$ cat src/hw/qla_pkg.sv
//--------------------------------------
// qla core package
// register map, safety limits, word types
//--------------------------------------

`default_nettype none

package qla_pkg;

    //--------------------------------------
    // word types
    //--------------------------------------
    typedef logic [15:0] addr_t;       // space 15:12, chan 7:4, offset 3:0
    typedef logic [31:0] data_t;
    typedef logic [15:0] cur_t;        // offset binary, 8000 is zero
    typedef logic [3:0]  chan_t;
    typedef logic [3:0]  chan_mask_t;  // bit 0 is channel 1

    //--------------------------------------
    // address map
    //--------------------------------------
    localparam int NUM_CHAN = 4;

    localparam logic [3:0] ADDR_MAIN        = 4'd0;  // only space decoded here
    localparam logic [3:0] OFF_ADC_DATA     = 4'd0;  // measured current, read only
    localparam logic [3:0] OFF_DAC_CTRL     = 4'd1;  // commanded current
    localparam logic [3:0] OFF_MOTOR_STATUS = 4'd2;  // enable / safety status

    //--------------------------------------
    // safety check and rt block
    //--------------------------------------
    localparam cur_t CUR_MID       = 16'h8000;
    localparam cur_t SAFETY_MARGIN = 16'h0400;  // slack on top of 2x command
    localparam int   SAFETY_HOLD   = 16;        // cycles over limit before trip
    localparam int   HOLD_W        = $clog2(SAFETY_HOLD);

    localparam int RT_WORDS = 4;  // one command word per channel

endpackage

`default_nettype wire
$ cat src/hw/qla_core.sv
//--------------------------------------
// qla core top
// register bus, motor regs, dac link and
// safety check of the four-axis board
//--------------------------------------

`timescale 1ns/1ns
`default_nettype none

module qla_core import qla_pkg::*; (
    input  wire logic                  sysclk,
    input  wire logic                  rst,
    // host write bus
    input  wire logic                  fw_reg_wen,
    input  wire addr_t                 fw_reg_waddr,
    input  wire data_t                 fw_reg_wdata,
    input  wire logic                  fw_blk_wen,
    // host read
    input  wire addr_t                 reg_raddr,
    output data_t                      reg_rdata,
    // real-time block port
    input  wire logic                  rt_wen,
    input  wire logic [1:0]            rt_waddr,
    input  wire cur_t                  rt_wdata,
    // measured currents
    input  wire cur_t [NUM_CHAN-1:0]   cur_fb,
    // dac controller link
    output logic                       dac_req,
    input  wire logic                  dac_ack,
    output cur_t [NUM_CHAN-1:0]        dac_data,
    // amplifier pins
    output chan_mask_t                 amp_disable_pin
);

    // block write bus from the rt unpacker
    logic                bw_write_en;
    logic                bw_reg_wen;
    addr_t               bw_reg_waddr;
    data_t               bw_reg_wdata;
    logic                bw_blk_wen;

    // decoded register writes
    logic                cmd_wen;
    logic                amp_wen;
    chan_t               wchan;
    data_t               wdata;
    logic                dac_load;       // snapshot commands for the dac

    cur_t [NUM_CHAN-1:0] cur_cmd;
    chan_mask_t          amp_disable;    // host side disable
    chan_mask_t          safety_disable; // overcurrent latches

    bus_ctrl i_bus_ctrl (
        .sysclk         (sysclk),
        .rst            (rst),
        .fw_reg_wen     (fw_reg_wen),
        .fw_reg_waddr   (fw_reg_waddr),
        .fw_reg_wdata   (fw_reg_wdata),
        .fw_blk_wen     (fw_blk_wen),
        .bw_write_en    (bw_write_en),
        .bw_reg_wen     (bw_reg_wen),
        .bw_reg_waddr   (bw_reg_waddr),
        .bw_reg_wdata   (bw_reg_wdata),
        .bw_blk_wen     (bw_blk_wen),
        .reg_raddr      (reg_raddr),
        .cur_fb         (cur_fb),
        .cur_cmd        (cur_cmd),
        .amp_disable    (amp_disable),
        .safety_disable (safety_disable),
        .dac_ack        (dac_ack),
        .cmd_wen        (cmd_wen),
        .amp_wen        (amp_wen),
        .wchan          (wchan),
        .wdata          (wdata),
        .dac_load       (dac_load),
        .dac_req        (dac_req),
        .reg_rdata      (reg_rdata)
    );

    rt_write_unpack i_rt_write_unpack (
        .sysclk       (sysclk),
        .rst          (rst),
        .rt_wen       (rt_wen),
        .rt_waddr     (rt_waddr),
        .rt_wdata     (rt_wdata),
        .bw_write_en  (bw_write_en),
        .bw_reg_wen   (bw_reg_wen),
        .bw_reg_waddr (bw_reg_waddr),
        .bw_reg_wdata (bw_reg_wdata),
        .bw_blk_wen   (bw_blk_wen)
    );

    motor_regs i_motor_regs (
        .sysclk          (sysclk),
        .rst             (rst),
        .cmd_wen         (cmd_wen),
        .amp_wen         (amp_wen),
        .wchan           (wchan),
        .wdata           (wdata),
        .dac_load        (dac_load),
        .safety_disable  (safety_disable),
        .cur_cmd         (cur_cmd),
        .amp_disable     (amp_disable),
        .dac_data        (dac_data),
        .amp_disable_pin (amp_disable_pin)
    );

    safety_check i_safety_check (
        .sysclk         (sysclk),
        .rst            (rst),
        .cur_fb         (cur_fb),
        .cur_cmd        (cur_cmd),
        .amp_disable    (amp_disable),
        .amp_wen        (amp_wen),
        .wchan          (wchan),
        .wdata          (wdata),
        .safety_disable (safety_disable)
    );

endmodule

`default_nettype wire

$ cat src/hw/bus_ctrl.sv
//--------------------------------------
// bus control
// write bus select and decode, dac
// handshake FSM, registered read mux
//--------------------------------------

`timescale 1ns/1ns
`default_nettype none

module bus_ctrl import qla_pkg::*; (
    input  wire logic                sysclk,
    input  wire logic                rst,
    input  wire logic                fw_reg_wen,
    input  wire addr_t               fw_reg_waddr,
    input  wire data_t               fw_reg_wdata,
    input  wire logic                fw_blk_wen,
    input  wire logic                bw_write_en,   // rt block owns the bus
    input  wire logic                bw_reg_wen,
    input  wire addr_t               bw_reg_waddr,
    input  wire data_t               bw_reg_wdata,
    input  wire logic                bw_blk_wen,
    input  wire addr_t               reg_raddr,
    input  wire cur_t [NUM_CHAN-1:0] cur_fb,
    input  wire cur_t [NUM_CHAN-1:0] cur_cmd,
    input  wire chan_mask_t          amp_disable,
    input  wire chan_mask_t          safety_disable,
    input  wire logic                dac_ack,
    output logic                     cmd_wen,
    output logic                     amp_wen,
    output chan_t                    wchan,
    output data_t                    wdata,
    output logic                     dac_load,
    output logic                     dac_req,
    output data_t                    reg_rdata
);

    typedef enum logic [1:0] {DAC_IDLE, DAC_REQ, DAC_WAIT_LOW} dac_state_t;

    logic       reg_wen;
    addr_t      reg_waddr;
    logic       blk_wen;
    logic       wr_hit;      // main space, channel 1..4
    logic       pending;     // one merged dac update waiting
    dac_state_t state;
    logic       rd_hit;
    logic [1:0] rd_idx;      // channel 1..4 -> 0..3
    data_t      rd_word;

    //--------------------------------------
    // write bus select and decode
    //--------------------------------------
    always_comb begin
        if (bw_write_en) begin
            reg_wen   = bw_reg_wen;
            reg_waddr = bw_reg_waddr;
            wdata     = bw_reg_wdata;
            blk_wen   = bw_blk_wen;
        end else begin
            reg_wen   = fw_reg_wen;
            reg_waddr = fw_reg_waddr;
            wdata     = fw_reg_wdata;
            blk_wen   = fw_blk_wen;
        end
    end

    assign wchan   = reg_waddr[7:4];
    assign wr_hit  = reg_wen && (reg_waddr[15:12] == ADDR_MAIN) &&
                     (wchan != 4'd0) && (wchan <= chan_t'(NUM_CHAN));
    assign cmd_wen = wr_hit && (reg_waddr[3:0] == OFF_DAC_CTRL);
    assign amp_wen = wr_hit && (reg_waddr[3:0] == OFF_MOTOR_STATUS);

    //--------------------------------------
    // dac handshake
    //--------------------------------------
    // hold off while a block replays so all four words go in one update
    assign dac_load = (state == DAC_IDLE) && pending && !bw_write_en && !dac_ack;
    assign dac_req  = (state == DAC_REQ);

    always_ff @(posedge sysclk) begin
        if (rst) begin
            state   <= DAC_IDLE;
            pending <= 1'b0;
        end else begin
            pending <= (cmd_wen && blk_wen) || (pending && !dac_load);
            case (state)
                DAC_IDLE:     if (dac_load) state <= DAC_REQ;
                DAC_REQ:      if (dac_ack) state <= DAC_WAIT_LOW;   // req drops next
                DAC_WAIT_LOW: if (!dac_ack) state <= DAC_IDLE;
                default:      state <= DAC_IDLE;
            endcase
        end
    end

    //--------------------------------------
    // read mux
    //--------------------------------------
    assign rd_idx = reg_raddr[5:4] - 2'd1;
    assign rd_hit = (reg_raddr[15:12] == ADDR_MAIN) && (reg_raddr[7:4] != 4'd0) &&
                    (reg_raddr[7:4] <= chan_t'(NUM_CHAN));

    always_comb begin
        rd_word = '0;
        if (rd_hit) begin
            case (reg_raddr[3:0])
                OFF_ADC_DATA: rd_word = {16'd0, cur_fb[rd_idx]};
                OFF_DAC_CTRL: rd_word = {16'd0, cur_cmd[rd_idx]};
                // bit 2 set when the trip alone holds the pin off
                OFF_MOTOR_STATUS: rd_word = {29'd0,
                                             safety_disable[rd_idx] & ~amp_disable[rd_idx],
                                             safety_disable[rd_idx],
                                             amp_disable[rd_idx]};
                default: rd_word = '0;
            endcase
        end
    end

    always_ff @(posedge sysclk) begin
        reg_rdata <= rd_word;  // one cycle read latency
    end

endmodule

`default_nettype wire

$ cat src/hw/motor_regs.sv
//--------------------------------------
// motor channel registers
// current commands, amp disables, dac
// snapshot and amplifier pin drive
//--------------------------------------

`timescale 1ns/1ns
`default_nettype none

module motor_regs import qla_pkg::*; (
    input  wire logic       sysclk,
    input  wire logic       rst,
    input  wire logic       cmd_wen,
    input  wire logic       amp_wen,
    input  wire chan_t      wchan,
    input  wire data_t      wdata,
    input  wire logic       dac_load,
    input  wire chan_mask_t safety_disable,
    output cur_t [NUM_CHAN-1:0] cur_cmd,
    output chan_mask_t      amp_disable,
    output cur_t [NUM_CHAN-1:0] dac_data,
    output chan_mask_t      amp_disable_pin
);

    // command and enable registers
    always_ff @(posedge sysclk) begin
        if (rst) begin
            cur_cmd     <= {NUM_CHAN{CUR_MID}};  // zero current
            amp_disable <= '1;                   // all amps off
        end else begin
            for (int k = 0; k < NUM_CHAN; k++) begin
                if (cmd_wen && (wchan == chan_t'(k + 1))) begin
                    cur_cmd[k] <= wdata[15:0];
                end
                if (amp_wen && (wchan == chan_t'(k + 1))) begin
                    amp_disable[k] <= ~wdata[0];  // bit 0 = enable
                end
            end
        end
    end

    // frozen copy held for the whole handshake
    always_ff @(posedge sysclk) begin
        if (dac_load) begin
            dac_data <= cur_cmd;
        end
    end

    //--------------------------------------
    // amplifier pins
    //--------------------------------------
    always_ff @(posedge sysclk) begin
        if (rst) begin
            amp_disable_pin <= '1;
        end else begin
            amp_disable_pin <= amp_disable | safety_disable;  // either source kills the amp
        end
    end

endmodule

`default_nettype wire

$ cat src/hw/safety_check.sv
//--------------------------------------
// overcurrent safety check
// trips a channel when |fb| stays above
// 2*|cmd| + margin for SAFETY_HOLD cycles
//--------------------------------------

`timescale 1ns/1ns
`default_nettype none

module safety_check import qla_pkg::*; (
    input  wire logic                sysclk,
    input  wire logic                rst,
    input  wire cur_t [NUM_CHAN-1:0] cur_fb,
    input  wire cur_t [NUM_CHAN-1:0] cur_cmd,
    input  wire chan_mask_t          amp_disable,
    input  wire logic                amp_wen,
    input  wire chan_t               wchan,
    input  wire data_t               wdata,
    output chan_mask_t               safety_disable
);

    cur_t              fb_dev  [NUM_CHAN];
    cur_t              cmd_dev [NUM_CHAN];
    logic [17:0]       limit   [NUM_CHAN];  // 2*cmd + margin, no overflow
    chan_mask_t        run;                 // over limit with amp enabled
    chan_mask_t        clear;               // enabling status write
    logic [HOLD_W-1:0] cnt     [NUM_CHAN];

    // distance from zero current
    function automatic cur_t dev_mid(cur_t v);
        return (v >= CUR_MID) ? v - CUR_MID : CUR_MID - v;
    endfunction

    always_comb begin
        for (int k = 0; k < NUM_CHAN; k++) begin
            fb_dev[k]  = dev_mid(cur_fb[k]);
            cmd_dev[k] = dev_mid(cur_cmd[k]);
            limit[k]   = {1'b0, cmd_dev[k], 1'b0} + {2'b00, SAFETY_MARGIN};
            run[k]     = ({2'b00, fb_dev[k]} > limit[k]) && !amp_disable[k];
            clear[k]   = amp_wen && wdata[0] && (wchan == chan_t'(k + 1));
        end
    end

    //--------------------------------------
    // persistence counters and latches
    //--------------------------------------
    always_ff @(posedge sysclk) begin
        if (rst) begin
            safety_disable <= '0;
            for (int k = 0; k < NUM_CHAN; k++) begin
                cnt[k] <= '0;
            end
        end else begin
            for (int k = 0; k < NUM_CHAN; k++) begin
                if (clear[k]) begin
                    safety_disable[k] <= 1'b0;
                    cnt[k]            <= '0;
                end else if (run[k]) begin
                    if (cnt[k] == HOLD_W'(SAFETY_HOLD - 1)) begin
                        safety_disable[k] <= 1'b1;  // sticks until re-enable
                    end else begin
                        cnt[k] <= cnt[k] + 1'b1;
                    end
                end else begin
                    cnt[k] <= '0;  // streak broken
                end
            end
        end
    end

endmodule

`default_nettype wire

$ cat src/hw/rt_write_unpack.sv
//--------------------------------------
// real-time block unpacker
// buffers four command words and replays
// them as dac register writes, chan 1..4
//--------------------------------------

`timescale 1ns/1ns
`default_nettype none

module rt_write_unpack import qla_pkg::*; (
    input  wire logic       sysclk,
    input  wire logic       rst,
    input  wire logic       rt_wen,
    input  wire logic [1:0] rt_waddr,   // word index, word k -> chan k+1
    input  wire cur_t       rt_wdata,
    output logic            bw_write_en,
    output logic            bw_reg_wen,
    output addr_t           bw_reg_waddr,
    output data_t           bw_reg_wdata,
    output logic            bw_blk_wen
);

    cur_t       rt_buf [RT_WORDS];
    logic       busy;    // replay in progress
    logic [1:0] idx;     // replay word
    chan_t      rp_chan;

    always_ff @(posedge sysclk) begin
        if (rt_wen) begin
            rt_buf[rt_waddr] <= rt_wdata;
        end
    end

    //--------------------------------------
    // replay sequencer
    //--------------------------------------
    always_ff @(posedge sysclk) begin
        if (rst) begin
            busy <= 1'b0;
            idx  <= 2'd0;
        end else if (busy) begin
            idx <= idx + 2'd1;
            if (idx == 2'(RT_WORDS - 1)) begin
                busy <= 1'b0;  // four writes done
            end
        end else if (rt_wen && (rt_waddr == 2'(RT_WORDS - 1))) begin
            busy <= 1'b1;      // last word in, start next cycle
            idx  <= 2'd0;
        end
    end

    assign rp_chan = {2'b00, idx} + 4'd1;

    // one write per cycle, all flagged as block writes
    assign bw_write_en  = busy;
    assign bw_reg_wen   = busy;
    assign bw_blk_wen   = busy;
    assign bw_reg_waddr = {ADDR_MAIN, 4'd0, rp_chan, OFF_DAC_CTRL};
    assign bw_reg_wdata = {16'd0, rt_buf[idx]};

endmodule

`default_nettype wire

$ cat config.mk
export PLATFORM = sky130hd
export DESIGN_NAME = qla_core
export DESIGN_NICKNAME = d
export VERILOG_FILES = /design/src/hw/qla_pkg.sv /design/src/hw/qla_core.sv /design/src/hw/bus_ctrl.sv /design/src/hw/motor_regs.sv /design/src/hw/safety_check.sv /design/src/hw/rt_write_unpack.sv
export SDC_FILE = /design/constraint.sdc
export NUM_CORES = 1
export LEC_CHECK = 0
export CAP_MARGIN = 20
export CORE_MARGIN = 4
export CORE_UTILIZATION = 40
export DETAILED_ROUTE_END_ITERATION = 8
export DONT_BUFFER_PORTS = 1
export SYNTH_ARGS = -nofsm -noshare
export SYNTH_HDL_FRONTEND = slang
export SYNTH_HIERARCHICAL = 1
export SYNTH_SLANG_ARGS = --single-unit
$ cat constraint.sdc
create_clock -name sysclk -period 5.91 [get_ports sysclk]
set_input_delay 0.2955 -clock sysclk [delete_from_list [all_inputs] [get_ports sysclk]]
set_output_delay 0.2955 -clock sysclk [all_outputs]
set_load 0.02 [all_outputs]
==> results.md <==
* Status: completed
* Ant. Diodes at 0
* RSZ-0062 raised after global routing: no
* Hold slack at 0.03930 ns
* Worst EP required at around 6.2 ns
* Core ar. at 36870 sq um
* Nets at 1600
* TNS Setup at 0 ns
* Final std cells w/o fill at 1896
* Vias in the first global route at ~11000
* Area growth, synth to finish at 10.26%
* Placement Setup Slack at 1.160 ns
* Final min period at 4.796 ns
* Fin. max-slew vios at 0
* Vias at ~11000
* Num CTS Buffers at 28
* Slew HR at about a quarter
* Die Span Y at 202.2 microns
* CTS tree: built
* Starting DRC count in detailed routing at ~850
* Die Footprint at between 40000 and 50000 sq um
* Residual DRC at 0
* Worst-path maximum fanout at 8
* Worst EP arrival at 5.10 ns
* Initial Utilization at roughly 40%
* Max rail drop VDD at 0.2270 mV
* Placed wire-length estimate at between 30000 and 40000 microns
* DR vias/cell at 5.725
* HP Class: in -> reg
* CP peak stage delay at 0.69 ns
* Max-cap viol count at 0
* CP max-delay cell: or4_1
* Layout cell share with drive strength beyond 1 at around an eighth
* Met1 Track Usage GR at 27.22%
* Io pins at 253
* Global-route wire length before repair at 67850 microns
* Row cnt at 70
* F_max at 208.5 MHz
* CP cell instances: or4_1, nor3_1, nor2_1, xor2_1, ha_1, nor3b_1, a32oi_2, xnor2_1, ha_1, nand4_1, nor4_1, o21ai_0, a311oi_1, and3_1, nand2_1
* Kind of end point of the critical path: flip-flop
* M3 GR Usage at 6.786%
* Total power per unit cell area at 232.4 nW/um^2
* Largest net degree at the start of global routing at 88
* Iteration count of the initial detailed-routing pass at 5
* Synthesized cell area at 15090 sq um
* Cells after DPL at 1817
* Worst-margin pin slew at 1.128 ns
* Multi-input gate area in the final layout at 8155 sq um
* Post-CTS Resized at 0
* Fin. Hold Viols at 0
* Final Cycle Share at 81.14%
* Met2 Resource Use GR at 35.92%
* Root buf cell: clkbuf_16
* Final ANT Viol Nets at 0
* Fillers at 3420
* Crit path launch type: flip-flop
* Drt total wl at 46520 microns
* Die width at 202.2 microns
* Skew-Pair Late Insertion Delay at slightly below 0.6 ns
* Placer congestion estimate at 0.9762
* Drt wl/cell at 24.54 microns
* Synthesized area per cell at 11.16 sq um
* GR Overflow Total at 0
* Storage cell area at roughly 6300 sq um
* Post-CTS Setup Bufs at 0
* Port Buffers at 0
* Htree depth at 1
* Worst path buffer plus inverter count at 0
* Clk buf depth at 3
* Synth Instances at 1352
* Yosys Warn Count at 6
* Clk_skew at 0.01888 ns
* Pleak at 6.111 nW
* R2R setup slack at between 1 and 1.5 ns
* Initial antenna violation count at 3
* Critical Setup Path Class: reg -> reg
* Clock Sinks at 244
* GRT Overall Usage at 21.80%
* Final setup violation count at 0
* CP delay by family, top: simple AND/OR/NAND/NOR gates
* Setup ws final at 1.114 ns
* Clock transition at the registers of the reported paths at 0.06 ns
* GRT Max-Usage Layer: met2
* Most used cell, CP: ha_1
-- final cells by class --
class	instances	share of cell area, %
Tap cell	504	3.791
Inverter	54	1.219
Multi-Input combinational cell	998	49.03
Sequential cell	244	38.03
Timing Repair Buffer	44	2.497
Clock buffer	36	4.453
Clock inverter	16	0.9779
-- cells in the final DEF, fill, tap and decap left out, types with 53 or more instances in the layout --
cell      instances
nand2b_1         83
xnor2_1          66
xor2_1           64
a21oi_1          70
edfxtp_1        144
ha_1             78
nor2_1          103
dfxtp_1         100
inv_1            53
mux2i_1          72
-- final timing paths --
check	cells past startpoint	end	start
max	15	i_safety_check/cnt[0][0]$_SDFFCE_PP0P_	i_motor_regs/cur_cmd[0]$_SDFFE_PP0P_
min reg2reg	2	i_safety_check/safety_disable[1]$_SDFFE_PP0P_	i_safety_check/safety_disable[1]$_SDFFE_PP0P_
min	3	i_bus_ctrl/reg_rdata[2]$_SDFF_PN0_	reg_raddr[7]
max reg2reg	15	i_safety_check/cnt[0][0]$_SDFFCE_PP0P_	i_motor_regs/cur_cmd[0]$_SDFFE_PP0P_
-- per-stage QoR --
stage | power (W) | instance area (sq um) | util (%)
floorplan | 0.002141 | 15170 | -
global placement | 0.002162 | 15440 | 41.88
detailed placement | 0.002172 | 15440 | 41.88
CTS | 0.003915 | 16630 | 45.11
global route | 0.004026 | 16630 | 45.11
finish | 0.003865 | 16630 | 45.11
-- flip-flops by register name, indices dropped and copies added (netlist names), named ones only --
register,flops
i_motor_regs/cur_cmd,64
i_rt_write_unpack/idx,2
i_motor_regs/amp_disable_pin,4
i_motor_regs/amp_disable,4
i_safety_check/cnt,16
i_motor_regs/dac_data,64
i_bus_ctrl/state,2
i_rt_write_unpack/rt_buf,64
i_safety_check/safety_disable,4
i_bus_ctrl/pending,1
i_rt_write_unpack/bw_blk_wen,1
i_bus_ctrl/reg_rdata,16
-- where the power goes --
part | internal (W) | switching (W)
Clock | 0.000978 | 0.000721
Combinational | 0.000165 | 0.000180
Sequential | 0.00181 | 0.00000739
Total | 0.00296 | 0.000908
-- layer usage --
| metal | vias to the layer above | wire length [microns] |
|---|---|---|
| met2 | 450 | 21830 |
| met3 | 87 | 4173 |
| met5 | - | 28 |
| met4 | 6 | 1898 |
| met1 | 5293 | 18600 |
| li1 | 5018 | - |
-- tightest hold or removal path: stages --
cell and delay, ns:
or4_1 0.09, nor3_2 0.05, and2_1 0.13
-- timing repair --
action | CTS | global route
hold buffers | 27 | 0
setup endpoints to repair | 0 | 0
hold endpoints to repair | 148 | 0
(Power assumes the default switching activity.)
